==> src/life_ctrl_pkg.sv <==
// button timing, counter widths and control types
// shared by the debouncer, the sequencer and the rule pipeline
`default_nettype none

package life_ctrl_pkg;

	//////////////////////////////////////////////////
	// debounce timing, in clk cycles
	//////////////////////////////////////////////////

	localparam int PRESS_MIN_CYCLES = 8;
	localparam int PULSE_END_CYCLES = 12;
	localparam int LONG_CYCLES = 64;
	localparam int RELEASE_CYCLES = 16;

	localparam int TIMER_BITS = 8;
	localparam int GEN_COUNT_BITS = 32;

	typedef logic [TIMER_BITS-1:0] timer_t;
	typedef logic [GEN_COUNT_BITS-1:0] gen_count_t;

	// button state machine
	typedef enum logic [2:0] {
		DB_IDLE,
		DB_WAIT_PRESS,
		DB_PULSE,
		DB_WAIT_LONG,
		DB_LONG,
		DB_WAIT_OFF,
		DB_WAIT_LOFF
	} debounce_state_t;

	// sweep sequencer
	typedef enum logic [1:0] {
		SEQ_IDLE,
		SEQ_SWEEP,
		SEQ_VIEW
	} seq_state_t;

	// sequencer to pipeline, aligned with rd_data
	typedef struct packed {
		logic shift;
		logic first;
		logic wrap;
		logic write;
	} seq_ctrl_t;

endpackage

`default_nettype wire

==> src/life_grid_pkg.sv <==
// grid geometry and row types for the life engine
// used by the sequencer, the cell memory and the rule pipeline
`default_nettype none

package life_grid_pkg;

	//////////////////////////////////////////////////
	// grid size
	//////////////////////////////////////////////////

	// torus, both edges wrap
	localparam int GRID_COLS = 16;
	localparam int GRID_ROWS = 16;
	localparam int ROW_ADDR_BITS = $clog2(GRID_ROWS);

	// read address to write of the predecessor's new row
	localparam int PIPE_DELAY = 4;

	// lead row, grid rows, wrap slot, pipe drain
	localparam int SWEEP_CYCLES = GRID_ROWS + PIPE_DELAY + 2;
	localparam int SLOT_BITS = $clog2(SWEEP_CYCLES);

	//////////////////////////////////////////////////
	// types
	//////////////////////////////////////////////////

	typedef logic [GRID_COLS-1:0] row_t;
	typedef logic [ROW_ADDR_BITS-1:0] row_addr_t;
	// live cells in a 3x3 block, 0..9
	typedef logic [3:0] neighbour_sum_t;
	// position inside one sweep
	typedef logic [SLOT_BITS-1:0] slot_t;

endpackage

`default_nettype wire
==> src/life_top.sv <==
// game of life top level on one clock
// button steps or runs generations, rows load and view through side ports
`timescale 1ns/1ns
`default_nettype none

module life_top (
	input  wire                           clk,
	input  wire                           reset,
	input  wire                           button,
	input  wire                           load_strobe,
	input  wire life_grid_pkg::row_addr_t load_row,
	input  wire life_grid_pkg::row_t      load_data,
	input  wire                           view_req,
	input  wire life_grid_pkg::row_addr_t view_row,
	output logic                          busy,
	output life_ctrl_pkg::gen_count_t     gen_count,
	output logic                          view_valid,
	output life_grid_pkg::row_t           view_data
);

	logic step;
	logic run;
	life_grid_pkg::row_addr_t raddr;
	life_grid_pkg::row_addr_t waddr;
	logic wr_en;
	life_grid_pkg::row_t wr_data;
	life_grid_pkg::row_t rd_data;
	life_grid_pkg::row_t next_row;
	life_ctrl_pkg::seq_ctrl_t ctrl;

	//////////////////////////////////////////////////
	// button to step and run
	//////////////////////////////////////////////////

	button_debounce button_debounce_i (
		.clk    (clk),
		.reset  (reset),
		.button (button),
		.step   (step),
		.run    (run)
	);

	// sweeps, loads, views
	generation_sequencer generation_sequencer_i (
		.clk         (clk),
		.reset       (reset),
		.step        (step),
		.run         (run),
		.load_strobe (load_strobe),
		.load_row    (load_row),
		.load_data   (load_data),
		.view_req    (view_req),
		.view_row    (view_row),
		.rd_data     (rd_data),
		.next_row    (next_row),
		.raddr       (raddr),
		.waddr       (waddr),
		.wr_en       (wr_en),
		.wr_data     (wr_data),
		.ctrl        (ctrl),
		.busy        (busy),
		.gen_count   (gen_count),
		.view_valid  (view_valid),
		.view_data   (view_data)
	);

	//////////////////////////////////////////////////
	// memory and rule datapath
	//////////////////////////////////////////////////

	cell_ram cell_ram_i (
		.clk     (clk),
		.raddr   (raddr),
		.waddr   (waddr),
		.wr_en   (wr_en),
		.wr_data (wr_data),
		.rd_data (rd_data)
	);

	life_rule_pipe life_rule_pipe_i (
		.clk      (clk),
		.reset    (reset),
		.ctrl     (ctrl),
		.rd_data  (rd_data),
		.next_row (next_row)
	);

endmodule

`default_nettype wire

==> src/life_rule_pipe.sv <==
// life rule pipeline: three-row window, neighbour sums, next state
// next_row is valid PIPE_DELAY cycles after the lower row's read address
`timescale 1ns/1ns
`default_nettype none

module life_rule_pipe (
	input  wire                           clk,
	input  wire                           reset,
	input  wire life_ctrl_pkg::seq_ctrl_t ctrl,
	input  wire life_grid_pkg::row_t      rd_data,
	output life_grid_pkg::row_t           next_row
);

	// window, top row in win_top, newest row in win_bot
	life_grid_pkg::row_t win_top;
	life_grid_pkg::row_t win_mid;
	life_grid_pkg::row_t win_bot;
	life_grid_pkg::row_t row0_q;
	life_grid_pkg::row_t mid_q;
	logic [life_grid_pkg::GRID_COLS-1:0][1:0] col_sum;
	logic [life_grid_pkg::GRID_COLS-1:0][1:0] col_sum_q;
	life_grid_pkg::neighbour_sum_t [life_grid_pkg::GRID_COLS-1:0] block_sum;
	life_grid_pkg::row_t cell_next;
	logic shift_d;
	logic shift_dd;

	// stage valids follow the shift strobe
	always_ff @(posedge clk) begin
		if (reset) begin
			shift_d <= 1'b0;
			shift_dd <= 1'b0;
		end else begin
			shift_d <= ctrl.shift;
			shift_dd <= shift_d;
		end
	end

	//////////////////////////////////////////////////
	// window and row 0 copy
	//////////////////////////////////////////////////

	// original row 0 kept for the wrap slot, memory copy is rewritten early
	always_ff @(posedge clk) begin
		if (ctrl.first)
			row0_q <= rd_data;
		if (ctrl.shift) begin
			win_top <= win_mid;
			win_mid <= win_bot;
			win_bot <= ctrl.wrap ? row0_q : rd_data;
		end
	end

	//////////////////////////////////////////////////
	// sums and rule
	//////////////////////////////////////////////////

	// vertical sum per column
	always_comb begin
		for (int c = 0; c < life_grid_pkg::GRID_COLS; c++) begin
			col_sum[c] = {1'b0, win_top[c]} + {1'b0, win_mid[c]} + {1'b0, win_bot[c]};
		end
	end

	always_ff @(posedge clk) begin
		if (shift_d) begin
			col_sum_q <= col_sum;
			mid_q <= win_mid;
		end
	end

	// add left and right column, wrapping at the row ends
	always_comb begin
		for (int c = 0; c < life_grid_pkg::GRID_COLS; c++) begin
			block_sum[c] =
				{2'b00, col_sum_q[(c + life_grid_pkg::GRID_COLS - 1) % life_grid_pkg::GRID_COLS]} +
				{2'b00, col_sum_q[c]} +
				{2'b00, col_sum_q[(c + 1) % life_grid_pkg::GRID_COLS]};
			// block of 3 always lives, 4 keeps a live centre alive
			cell_next[c] = (block_sum[c] == 4'd3) || ((block_sum[c] == 4'd4) && mid_q[c]);
		end
	end

	always_ff @(posedge clk) begin
		if (shift_dd)
			next_row <= cell_next;
	end

endmodule

`default_nettype wire

==> src/cell_ram.sv <==
// row-wide cell memory, one write port and one registered read port
// a read in the same cycle as a write to that row returns the old row
`timescale 1ns/1ns
`default_nettype none

module cell_ram (
	input  wire                           clk,
	input  wire life_grid_pkg::row_addr_t raddr,
	input  wire life_grid_pkg::row_addr_t waddr,
	input  wire                           wr_en,
	input  wire life_grid_pkg::row_t      wr_data,
	output life_grid_pkg::row_t           rd_data
);

	// one word per grid row
	life_grid_pkg::row_t mem [life_grid_pkg::GRID_ROWS];

	// write port
	always_ff @(posedge clk) begin
		if (wr_en)
			mem[waddr] <= wr_data;
	end

	// read port, data one cycle after address
	always_ff @(posedge clk) begin
		rd_data <= mem[raddr];
	end

endmodule

`default_nettype wire

==> src/generation_sequencer.sv <==
// sweep sequencer: row addresses, pipeline control, loads, views
// and the generation count; one sweep is one generation
`timescale 1ns/1ns
`default_nettype none

module generation_sequencer (
	input  wire                          clk,
	input  wire                          reset,
	input  wire                          step,
	input  wire                          run,
	input  wire                          load_strobe,
	input  wire life_grid_pkg::row_addr_t load_row,
	input  wire life_grid_pkg::row_t      load_data,
	input  wire                          view_req,
	input  wire life_grid_pkg::row_addr_t view_row,
	input  wire life_grid_pkg::row_t      rd_data,
	input  wire life_grid_pkg::row_t      next_row,
	output life_grid_pkg::row_addr_t     raddr,
	output life_grid_pkg::row_addr_t     waddr,
	output logic                         wr_en,
	output life_grid_pkg::row_t          wr_data,
	output life_ctrl_pkg::seq_ctrl_t     ctrl,
	output logic                         busy,
	output life_ctrl_pkg::gen_count_t    gen_count,
	output logic                         view_valid,
	output life_grid_pkg::row_t          view_data
);

	life_ctrl_pkg::seq_state_t state;
	life_ctrl_pkg::seq_state_t state_next;
	life_ctrl_pkg::seq_ctrl_t ctrl_next;
	life_grid_pkg::slot_t slot;
	logic sweep_end;
	logic step_pend;
	logic view_pend;
	logic view_rd;
	logic load_wr;
	life_grid_pkg::row_addr_t view_row_q;
	life_grid_pkg::row_addr_t load_row_q;
	life_grid_pkg::row_t load_data_q;

	assign sweep_end = (state == life_ctrl_pkg::SEQ_SWEEP) &&
	                   (slot == life_grid_pkg::SLOT_BITS'(life_grid_pkg::SWEEP_CYCLES - 1));

	//////////////////////////////////////////////////
	// next state and idle arbitration
	//////////////////////////////////////////////////

	always_comb begin
		state_next = state;
		unique case (state)
			life_ctrl_pkg::SEQ_IDLE:
				// load first, its write lands in the next idle cycle
				if (load_strobe)
					state_next = life_ctrl_pkg::SEQ_IDLE;
				else if (view_pend)
					state_next = life_ctrl_pkg::SEQ_VIEW;
				else if (step || step_pend || run)
					state_next = life_ctrl_pkg::SEQ_SWEEP;
			life_ctrl_pkg::SEQ_SWEEP:
				// pending view steals the restart cycle
				if (sweep_end)
					state_next = view_pend ? life_ctrl_pkg::SEQ_VIEW :
					             run ? life_ctrl_pkg::SEQ_SWEEP : life_ctrl_pkg::SEQ_IDLE;
			default:
				state_next = life_ctrl_pkg::SEQ_IDLE;
		endcase
	end

	// slot 0 reads the last row, 1..N rows 0..N-1, N+1 the wrap slot
	always_comb begin
		ctrl_next.shift = busy && (slot <= life_grid_pkg::SLOT_BITS'(life_grid_pkg::GRID_ROWS + 1));
		ctrl_next.first = busy && (slot == life_grid_pkg::SLOT_BITS'(1));
		ctrl_next.wrap = busy && (slot == life_grid_pkg::SLOT_BITS'(life_grid_pkg::GRID_ROWS + 1));
		// write window is the read window shifted by the pipe depth
		ctrl_next.write = busy &&
			(slot >= life_grid_pkg::SLOT_BITS'(life_grid_pkg::PIPE_DELAY + 1)) &&
			(slot <= life_grid_pkg::SLOT_BITS'(life_grid_pkg::GRID_ROWS + life_grid_pkg::PIPE_DELAY));
	end

	//////////////////////////////////////////////////
	// memory side
	//////////////////////////////////////////////////

	assign busy = (state == life_ctrl_pkg::SEQ_SWEEP);

	always_comb begin
		if (!busy)
			raddr = view_row_q;
		else if (slot == '0)
			raddr = life_grid_pkg::ROW_ADDR_BITS'(life_grid_pkg::GRID_ROWS - 1);
		else
			raddr = life_grid_pkg::ROW_ADDR_BITS'(slot - 1'b1);
	end

	// new row k goes out PIPE_DELAY after row k+1 was read
	assign waddr = load_wr ? load_row_q :
	               life_grid_pkg::ROW_ADDR_BITS'(slot - life_grid_pkg::SLOT_BITS'(life_grid_pkg::PIPE_DELAY + 2));
	assign wr_en = ctrl.write || load_wr;
	assign wr_data = load_wr ? load_data_q : next_row;

	//////////////////////////////////////////////////
	// control registers
	//////////////////////////////////////////////////

	always_ff @(posedge clk) begin
		if (reset) begin
			state <= life_ctrl_pkg::SEQ_IDLE;
			slot <= '0;
			ctrl <= '0;
			gen_count <= '0;
			step_pend <= 1'b0;
			view_pend <= 1'b0;
			view_rd <= 1'b0;
			view_valid <= 1'b0;
			load_wr <= 1'b0;
		end else begin
			state <= state_next;
			slot <= (busy && !sweep_end) ? slot + 1'b1 : '0;
			ctrl <= ctrl_next;
			if (sweep_end)
				gen_count <= gen_count + 1'b1;
			// step only counts from idle, held if the cycle is taken
			if (state_next == life_ctrl_pkg::SEQ_SWEEP)
				step_pend <= 1'b0;
			else if (step && state == life_ctrl_pkg::SEQ_IDLE)
				step_pend <= 1'b1;
			if (view_req)
				view_pend <= 1'b1;
			else if (state_next == life_ctrl_pkg::SEQ_VIEW)
				view_pend <= 1'b0;
			// read in view, data one later, valid two later
			view_rd <= (state == life_ctrl_pkg::SEQ_VIEW);
			view_valid <= view_rd;
			// loads during a sweep are dropped
			load_wr <= load_strobe && (state == life_ctrl_pkg::SEQ_IDLE);
		end
	end

	// request payloads
	always_ff @(posedge clk) begin
		if (view_req)
			view_row_q <= view_row;
		if (load_strobe) begin
			load_row_q <= load_row;
			load_data_q <= load_data;
		end
		if (view_rd)
			view_data <= rd_data;
	end

endmodule

`default_nettype wire

==> src/button_debounce.sv <==
// push button debouncer
// short press gives one step pulse, long hold gives the run level
`timescale 1ns/1ns
`default_nettype none

module button_debounce (
	input  wire  clk,
	input  wire  reset,
	input  wire  button,
	output logic step,
	output logic run
);

	logic [2:0] sync;
	logic btn;
	life_ctrl_pkg::debounce_state_t state;
	life_ctrl_pkg::debounce_state_t state_next;
	life_ctrl_pkg::timer_t press_cycles;
	life_ctrl_pkg::timer_t release_cycles;

	// async button into clk domain
	always_ff @(posedge clk) begin
		if (reset) begin
			sync <= '0;
		end else begin
			sync <= {sync[1:0], button};
		end
	end
	assign btn = sync[2];

	// press timer runs from the first touch, release timer while waiting off
	press_timer press_timer_i (
		.clk            (clk),
		.reset          (reset),
		.press_en       (state != life_ctrl_pkg::DB_IDLE),
		.release_en     (state == life_ctrl_pkg::DB_WAIT_OFF ||
		                 state == life_ctrl_pkg::DB_WAIT_LOFF),
		.press_cycles   (press_cycles),
		.release_cycles (release_cycles)
	);

	//////////////////////////////////////////////////
	// state machine
	//////////////////////////////////////////////////

	always_comb begin
		state_next = state;
		unique case (state)
			life_ctrl_pkg::DB_IDLE:
				if (btn) state_next = life_ctrl_pkg::DB_WAIT_PRESS;
			life_ctrl_pkg::DB_WAIT_PRESS:
				// bounce or too short, back to idle
				if (!btn)
					state_next = life_ctrl_pkg::DB_IDLE;
				else if (press_cycles == life_ctrl_pkg::TIMER_BITS'(life_ctrl_pkg::PRESS_MIN_CYCLES))
					state_next = life_ctrl_pkg::DB_PULSE;
			life_ctrl_pkg::DB_PULSE:
				if (press_cycles == life_ctrl_pkg::TIMER_BITS'(life_ctrl_pkg::PULSE_END_CYCLES))
					state_next = life_ctrl_pkg::DB_WAIT_LONG;
			life_ctrl_pkg::DB_WAIT_LONG:
				if (!btn)
					state_next = life_ctrl_pkg::DB_WAIT_OFF;
				else if (press_cycles >= life_ctrl_pkg::TIMER_BITS'(life_ctrl_pkg::LONG_CYCLES))
					state_next = life_ctrl_pkg::DB_LONG;
			life_ctrl_pkg::DB_LONG:
				if (!btn) state_next = life_ctrl_pkg::DB_WAIT_LOFF;
			life_ctrl_pkg::DB_WAIT_OFF:
				// press timer kept running, a re-press may go long at once
				if (btn)
					state_next = life_ctrl_pkg::DB_WAIT_LONG;
				else if (release_cycles == life_ctrl_pkg::TIMER_BITS'(life_ctrl_pkg::RELEASE_CYCLES))
					state_next = life_ctrl_pkg::DB_IDLE;
			life_ctrl_pkg::DB_WAIT_LOFF:
				if (btn)
					state_next = life_ctrl_pkg::DB_LONG;
				else if (release_cycles == life_ctrl_pkg::TIMER_BITS'(life_ctrl_pkg::RELEASE_CYCLES))
					state_next = life_ctrl_pkg::DB_IDLE;
			default:
				state_next = life_ctrl_pkg::DB_IDLE;
		endcase
	end

	always_ff @(posedge clk) begin
		if (reset) begin
			state <= life_ctrl_pkg::DB_IDLE;
			step <= 1'b0;
		end else begin
			state <= state_next;
			// one cycle on entry to pulse
			step <= (state_next == life_ctrl_pkg::DB_PULSE) &&
			        (state != life_ctrl_pkg::DB_PULSE);
		end
	end

	// held through the release wait, so a quick re-grab keeps running
	assign run = (state == life_ctrl_pkg::DB_LONG) || (state == life_ctrl_pkg::DB_WAIT_LOFF);

endmodule

`default_nettype wire

==> src/press_timer.sv <==
// press and release duration counters for the button debouncer
// each counter runs while its enable is high and clears when it drops
`timescale 1ns/1ns
`default_nettype none

module press_timer (
	input  wire                   clk,
	input  wire                   reset,
	input  wire                   press_en,
	input  wire                   release_en,
	output life_ctrl_pkg::timer_t press_cycles,
	output life_ctrl_pkg::timer_t release_cycles
);

	// press side, saturates so a long hold never wraps to zero
	always_ff @(posedge clk) begin
		if (reset) begin
			press_cycles <= '0;
		end else if (!press_en) begin
			press_cycles <= '0;
		end else if (press_cycles != '1) begin
			press_cycles <= press_cycles + 1'b1;
		end
	end

	// release side
	always_ff @(posedge clk) begin
		if (reset) begin
			release_cycles <= '0;
		end else if (!release_en) begin
			release_cycles <= '0;
		end else if (release_cycles != '1) begin
			release_cycles <= release_cycles + 1'b1;
		end
	end

	// both counters restart from zero on each enable rise

endmodule

`default_nettype wire

==> config.mk <==
export PLATFORM = sky130hd
export DESIGN_NAME = life_top
export DESIGN_NICKNAME = d
export VERILOG_FILES = /design/src/life_ctrl_pkg.sv /design/src/life_grid_pkg.sv /design/src/life_top.sv /design/src/life_rule_pipe.sv /design/src/cell_ram.sv /design/src/generation_sequencer.sv /design/src/button_debounce.sv /design/src/press_timer.sv
export SDC_FILE = /design/constraint.sdc
export NUM_CORES = 1
export LEC_CHECK = 0
export BUFFER_PORTS_ARGS = -buffer_cell sky130_fd_sc_hd__buf_4
export CORE_ASPECT_RATIO = 0.9
export CORE_MARGIN = 4
export CORE_UTILIZATION = 35
export CTS_CLUSTER_DIAMETER = 100
export DETAILED_ROUTE_END_ITERATION = 8
export PLACE_DENSITY = 0.48
export REMOVE_ABC_BUFFERS = 1
export SLEW_MARGIN = 20
export SYNTH_ARGS = -nofsm -noshare
export SYNTH_HDL_FRONTEND = slang
export SYNTH_SLANG_ARGS = --single-unit
export TNS_END_PERCENT = 1
==> constraint.sdc <==
create_clock -name clk -period 3 [get_ports clk]
set_input_delay 0.9 -clock clk [delete_from_list [all_inputs] [get_ports clk]]
set_output_delay 0.9 -clock clk [all_outputs]
set_load 0.02 [all_outputs]
==> results of run 1 <==
flip-flops by register name, summed over array words and instances (netlist names), 2 cells and up:
name	flops
button_debounce_i.press_timer_i.press_cycles	8
button_debounce_i.press_timer_i.release_cycles	8
button_debounce_i.state	3
button_debounce_i.sync	3
cell_ram_i.mem	256
cell_ram_i.rd_data	16
generation_sequencer_i.ctrl	4
generation_sequencer_i.gen_count	32
generation_sequencer_i.load_data_q	16
generation_sequencer_i.load_row_q	4
generation_sequencer_i.slot	5
generation_sequencer_i.state	2
generation_sequencer_i.view_data	16
generation_sequencer_i.view_row_q	4
life_rule_pipe_i.col_sum_q	32
life_rule_pipe_i.mid_q	16
life_rule_pipe_i.next_row	16
life_rule_pipe_i.row0_q	16
life_rule_pipe_i.win_bot	16
life_rule_pipe_i.win_mid	16
life_rule_pipe_i.win_top	16
through the flow:
step | worst slack (ps) | util | instances | total power [µW] | area (µm²)
4_1_cts | 116 | 0.414 | 2610 | 16200 | 25400
6_report | 292 | 0.414 | 2612 | 15900 | 25500
2_1_floorplan | -2980 | - | 1542 | 9000 | 21500
3_3_place_gp | 246 | 0.386 | 2506 | 9580 | 23700
5_1_grt | 112 | 0.414 | 2610 | 16600 | 25400
3_5_place_dp | 158 | 0.386 | 2506 | 9600 | 23700
metal layers:
layer	GRT usage	wire, µm	vias up
li1	-	-	6154
met1	0.216	24100	6554
met2	0.251	24100	206
met3	0.0233	1900	71
met4	0.0432	1110	0
met5	0	0	-
cells in the mapped netlist (all sizes together) (10+ instances only):
cell type	instances
a211oi	12
a21oi	80
a22o	17
buf	17
clkbuf	43
dfxtp	89
edfxtp	424
fa	48
ha	61
inv	74
mux2	49
mux2i	29
nand2	232
nand3	58
nand4	25
nor2	82
nor2b	10
nor3	31
nor3b	21
o211ai	31
o21ai	34
o41ai	10
or3	13
xnor2	12
xor2	24
cells in the final DEF, fill, tap and decap left out, drive strengths merged, types with 3 or more instances in the layout:
cell	instances
a211oi	12
a21oi	80
a22o	17
a31oi	6
a32o	6
a32oi	8
and3	7
buf	128
clkbuf	79
clkinv	20
clkinvlp	3
dfxtp	89
edfxtp	424
fa	48
ha	61
inv	74
mux2	49
mux2i	29
nand2	232
nand2b	5
nand3	58
nand4	25
nor2	82
nor2b	10
nor3	31
nor3b	21
nor4	5
o211ai	31
o21ai	34
o31a	3
o41ai	10
or2	3
or3	13
or4b	3
xnor2	12
xor2	24
layout make-up:
| class | count | area share |
|---|---|---|
| Antenna cell | 2 | 0.000197 |
| Inverter | 74 | 0.0109 |
| Sequential cell | 513 | 0.570 |
| Clock inverter | 25 | 0.00673 |
| Timing Repair Buffer | 128 | 0.0407 |
| Multi-Input combinational cell | 955 | 0.269 |
| Tap cell | 836 | 0.0411 |
| Clock buffer | 79 | 0.0612 |
final timing paths:
check	start	endpoint	slack [ps]	depth (start not counted)
max reg2reg	generation_sequencer_i.slot[1]$_SDFF_PP0_	cell_ram_i.rd_data[12]$_DFF_P_	290	8
min	button_debounce_i.sync[0]$_SDFF_PP0_	button_debounce_i.sync[1]$_SDFF_PP0_	440	1
min reg2reg	button_debounce_i.sync[0]$_SDFF_PP0_	button_debounce_i.sync[1]$_SDFF_PP0_	440	1
max	generation_sequencer_i.slot[1]$_SDFF_PP0_	cell_ram_i.rd_data[12]$_DFF_P_	290	8
worst reg2reg max path, stage by stage, from the launching register on:
cell and delay [ps]:
dfxtp_1 320, inv_1 120, ha_1 230, or4b_1 530, o221ai_4 400, buf_4 300
mux2_2 350, a21oi_1 200, nand4_1 130
power groups by stage:
| stage | clock network (µW) | registers (µW) | logic [µW] |
|---|---|---|---|
| 2_1_floorplan | 0 | 8220 | 779 |
| 3_3_place_gp | 0 | 8340 | 1240 |
| 3_5_place_dp | 0 | 8340 | 1260 |
| 4_1_cts | 6730 | 8190 | 1260 |
| 5_1_grt | 7030 | 8200 | 1380 |
| 6_report | 6510 | 8180 | 1240 |
kinds of logic after synthesis:
group                      synth area share
xor gates and xnor gates             0.0145
muxes                                0.0387
adders and majority gates            0.0792
AOI/OAI and AO/OA                    0.0681
buffers and inverters                0.0249
DFF                                   0.667
and+or+nand+nor                       0.108
repair_timing:
| item | CTS | global route |
|---|---|---|
| hold buffers | 0 | 0 |
| setup endpoints to repair | 0 | 4 |
| resized for setup | 0 | 1 |
==> metrics.md, run 1 <==
| Metric | Value |
|---|---|
| Initial Util | 0.354 |
| VDD IR max | 0.403 mV |
| Fmax | 369 MHz |
| Clock root cell | clkbuf_16 |
| Chip Height | 245 µm |
| Initial antenna violation count | 1 |
| Crit path time final | 2710 ps |
| CP startpoint kind | flop |
| Core area | 61400 µm² |
| Top cell type's share of synthesized area | 0.585 |
| Max_cap viols | 0 |
| Die area | between 60000 and 70000 µm² |
| Post-CTS Setup Bufs | 0 |
| RSZ-0062 raised after global routing | false |
| Fin nets | 1866 |
| Reg area | 14500 µm² |
| Worst Path Arrival | ~3200 ps |
| Synthesis Warnings | 0 |
| Sw frac | 0.233 |
| Family with the most delay on the worst path | simple AND/OR/NAND/NOR gates |
| Clock Path Buffers | 3 |
| Final period utilization | 0.903 |
| Layout fillers | 5712 |
| Chip Width | 271 µm |
| Vias | 13000 |
| Area leader, netlist | edfxtp_1 |
| Status | complete, no violations |
| Syn Inst Count | 1602 |
| Comb pwr share | 0.078 |
| Syn-to-layout area delta | 16.9% |
| WL final | 51300 µm |
| Slew headroom | 0.249 |
| CTS HTree Levels | 2 |
| Final Setup Violations | 0 |
| TritonCTS clock tree | built |
| CP max stage delay | 530 ps |
| First-pass DRT Iterations | 6 |
| Fin. Hold Viols | 0 |
| Via density | 4.97 |
| Multi-input logic area | 6840 µm² |
| GR Overflow Total | 0 |
| Clk sinks | 513 |
| Clock power share | 0.409 |
| Final setup TNS | 0 ps |
| IO buf count | slightly below 80 |
| Clock slew at reported path FFs | about 60 ps |
| Post-detail-place hpwl | 32800 µm |
| Crit path cell chain | inv_1 -> ha_1 -> or4b_1 -> o221ai_4 -> buf_4 -> mux2_2 -> a21oi_1 -> nand4_1 |
| Hold slack | approximately 440 ps |
| Avg Inst Size Synth | 13.6 µm² |
| Worst-skew pair later-pin latency | 590 ps |
| Slew Viols, Final | 0 |
| Required @ worst endpoint | between 3000 and 4000 ps |
| Cell area power density | 626 nW/µm² |
| Post-synthesis sequential area ratio | 0.667 |
| Total Routing Usage GR | 0.154 |
| CP Class | reg2reg |
| Vias in the first global route | between 10000 and 15000 |
| Largest fanout on the critical path | 11 |
| Layout Skew | 17.0 ps |
| Top cells by area, synth | edfxtp_1 58%, dfxtp_1 8.2%, fa_1 4.4% |
| FF+latch count, synth | 513 |
| Placer congestion estimate | 0.750 |
| Leak | about 0.0090 µW |
| Residual DRC | 0 |
| WP buf/inv | 2 |
| Row cnt | 86 |
| Max stage delay cell, worst path | or4b_1 |
| Synth Flop Type | edfxtp_1 |
| DRT iter0 DRCs | ~750 |
| Switching Power | 3720 µW |
| Avg WL per Cell | 19.6 µm |
| Share of cells above drive strength 1 | 0.160 |
| Hold WC Path Type | reg2reg |
| Ports | about 80 |
| Flop pwr share | 0.513 |
| First-pass GRT wire length | ~79000 µm |
| Largest net degree at the start of global routing | roughly 80 |
| Int Power | 12200 µW |
| Syn Std Cell Area | 21800 µm² |
| Distinct cells, synth | 64 |
| Ys async rst share | 0 |
| TritonCTS Buffers | 56 |
| Least-Margin Pin Slew | 1130 ps |
| Post-synth EDFFs | about 420 |
| Number of antenna-violating nets in the routed design | 0 |
| Setup crit end kind | flop |
(Power assumes the default switching activity.)
==> inputs of run 2 (changes only) <==
- SYNTH_HIERARCHICAL: unset -> 1
- clock period: 3 -> 2.7 ns (I/O delays scaled with it)
==> run 2 against run 1 <==
Against the previous run: largest power group unchanged; count of clock-buffer cells in the layout is 8 lower; sequential power up 15%; die area fell by 2.6%; sequential share of layout area is 0.91 points higher; total power rose by 21%; synthesized area fell by 2.7%; global-route usage down 0.80 points; critical path type unchanged; via count fell by 14%; core utilization grew 0.42 points; combinational power is 61% higher; fmax increased by 8.1%.
==> metrics.md, run 2 <==
| Metric | Value |
|---|---|
| Post-synthesis sequential area ratio | 0.685 |
| Avg Inst Size Synth | 16.6 µm² |
| IO buf count | 78 |
| Post-detail-place hpwl | 30100 µm |
| Initial Util | 0.354 |
| Vias in the first global route | 11600 |
| Syn Std Cell Area | 21200 µm² |
| First-pass DRT Iterations | 5 |
| Worst R2R Setup Slack | 200 ps |
| Worst-skew pair later-pin latency | 600 ps |
| Row cnt | 85 |
| Clock Path Buffers | 3 |
| Required @ worst endpoint | between 3000 and 4000 ps |
| Fin nets | 1539 |
| Largest net degree at the start of global routing | 54 |
| Crit path cell chain | inv_2 -> ha_1 -> a31oi_2 -> a21oi_4 -> buf_12 -> buf_12 -> mux4_1 -> a22oi_1 -> nand2_1 |
| First-pass GRT wire length | just over 70000 µm |
| CP startpoint kind | flop |
| Area leader, netlist | edfxtp_1 |
| VDD IR max | 0.430 mV |
| Power Total | 19300 µW |
| Max reg flops | between 200 and 300 |
| Slew Viols, Final | 0 |
| FF+latch count, synth | about 510 |
| Ys async rst share | 0 |
| Max stage delay cell, worst path | mux4_1 |
| Chip Height | 241 µm |
| CTS HTree Levels | 2 |
| Layout Skew | between 15 and 20 ps |
| Number of antenna-violating nets in the routed design | 0 |
| Synthesis Warnings | 6 |
| Clk sinks | between 500 and 600 |
| Max_cap viols | 0 |
| Most common cell on crit path | buf_12 |
| Clock root cell | clkbuf_16 |
| Slew headroom | 0.320 |
| Residual DRC | 0 |
| Placer congestion estimate | 0.743 |
| Cts hold-fix bufs | 0 |
| Top cells by area, synth | edfxtp_1 60%, dfxtp_1 8.4%, mux4_2 5.7% |
| Syn Inst Count | 1277 |
| CP max stage delay | 620 ps |
| Top cells by count, synth | 424 x edfxtp_1, 89 x dfxtp_1, 87 x inv_1 |
| Distinct cells, synth | 70 |
| Vias | between 10000 and 15000 |
| Fin cells | 2248 |
| Post-CTS Setup Bufs | 0 |
| Initial antenna violation count | 2 |
| Worst Path Arrival | 2990 ps |
| Fmax | 399 MHz |
| Most common cell in the synthesized netlist | edfxtp_1 |
| Syn-to-layout area delta | 18.3% |
| Most frequent cells in the layout | 424 x edfxtp_1, 120 x buf_4, 87 x dfxtp_1 |
| Setup crit end kind | flop |
| Share of cells above drive strength 1 | 0.234 |
| Final period utilization | 0.928 |
| Total Routing Usage GR | 0.146 |
| GR Overflow Total | 0 |
| Post-placement cell count | 2144 |
| Top cell type's share of synthesized area | 0.601 |
| Clock slew at reported path FFs | 60 ps |
| Ports | approximately 80 |
| Avg WL per Cell | 20.6 µm |
| Synth Flop Type | edfxtp_1 |
| WL final | between 40000 and 50000 µm |
| Final Setup Violations | 0 |
| Via density | 4.96 |
| Hold WC Path Type | in2reg |
| Core area | about 60000 µm² |
| RSZ-0062 raised after global routing | false |
| # resized after CTS | 0 |
| Least-Margin Pin Slew | ~1000 ps |
| Cell area power density | 769 nW/µm² |
| Largest reg by FF count | cell_ram_i/mem |
| CP Class | reg2reg |
| Largest fanout on the critical path | 23 |
| Chip Width | 267 µm |
| DRT iter0 DRCs | between 700 and 800 |
| Leak | 0.00863 µW |
| Crit path time final | between 2000 and 3000 ps |
| Status | complete, no violations |
| Die area | between 60000 and 70000 µm² |
| TritonCTS Buffers | 55 |
| Largest regs | cell_ram_i/mem x256, generation_sequencer_i/gen_count x32, life_rule_pipe_i/col_sum_q x32 |
| Commonest non-fill, non-tap cell in the layout | edfxtp_1 |
| Layout fillers | 5370 |
| Post-synth EDFFs | 424 |
| Fin. Hold Viols | 0 |
| TritonCTS clock tree | built |
## run 2: changes by cell type in the layout (fill, tap and decap cells not counted), sizes merged, moves of 20 or more
cell / before / now
o31ai: 0 / 20
nand3: 58 / 30
nand2: 232 / 55
mux2i: 29 / 3
or4: 0 / 22
nor2: 82 / 42
mux4: 0 / 64
a22oi: 1 / 33
o211ai: 31 / 0
a21oi: 80 / 44
## run 2: cell families (layout without fill, tap and decap cells)
logic type / count (synthesis) / count (layout) / share of synthesized area
multiplexers: 102 / 102 / 0.0916
adder cells (fa/ha/maj): 92 / 92 / 0.0713
XOR/XNOR: 12 / 12 / 0.00496
AND/OR/NAND/NOR: 267 / 267 / 0.0710
flip-flops: 513 / 513 / 0.685
buffers and inverters: 137 / 324 / 0.0289
AO/OA/AOI/OAI: 154 / 154 / 0.0473
other: 0 / 1 / 0
## run 2: worst paths after layout
| check | start | end | cells after the start |
|---|---|---|---|
| setup / recovery | generation_sequencer_i/slot[1]$_SDFF_PP0_ | cell_ram_i/rd_data[0]$_DFF_P_ | 9 |
| setup reg to reg | generation_sequencer_i/slot[1]$_SDFF_PP0_ | cell_ram_i/rd_data[0]$_DFF_P_ | 9 |
| hold reg to reg | button_debounce_i/sync[1]$_SDFF_PP0_ | button_debounce_i/sync[2]$_SDFF_PP0_ | 1 |
| hold / removal | load_data[9] | generation_sequencer_i/load_data_q[9]$_DFFE_PP_ | 1 |
## run 2: stage by stage
stage / area, µm² / setup slack (ps) / hold WS, ps / TNS (ps) / utilization
floorplan: 20900 / -4590 / 414 / -91150 / -
global placement: 23100 / 131 / 422 / 0 / 0.386
detailed placement: 23100 / 57.0 / 434 / 0 / 0.386
CTS: 25000 / 44.6 / 340 / 0 / 0.418
global route: 25100 / 66.2 / 355 / 0 / 0.418
finish: 25100 / 196 / 388 / 0 / 0.418
## run 2: area by class of cell
cell class | count | area [µm²] | share of cell area
multi-input combinational | 627 | 6150 | 0.245
timing repair buffer | 134 | 1180 | 0.0471
tap | 783 | 980 | 0.0391
clock inverter | 32 | 394 | 0.0157
inverter | 87 | 327 | 0.0130
clock buffer | 71 | 1510 | 0.0602
sequential | 513 | 14500 | 0.579
antenna | 1 | 2.50 | 0.0000999
## run 2: report_power, final
group,internal (µW),switching [µW]
clock,4790,3070
sequential,9090,311
combinational,935,1070
## run 2: layer usage
layer / part of all wire / track usage / vias up
met2: 0.47 / 0.235 / 164
met4: 0.025 / 0.0448 / 0
met1: 0.48 / 0.206 / 5685
li1: - / - / 5216
met5: 0 / 0 / -
met3: 0.032 / 0.0227 / 75
## run 2: worst max-delay path: cells and delay by family (launching register included)
family,cells,cell delay [ps]
buf+inv,3,520
flops,1,340
simple gates,1,70
mux,1,620
compound gates,3,630
fa+ha+maj,1,210
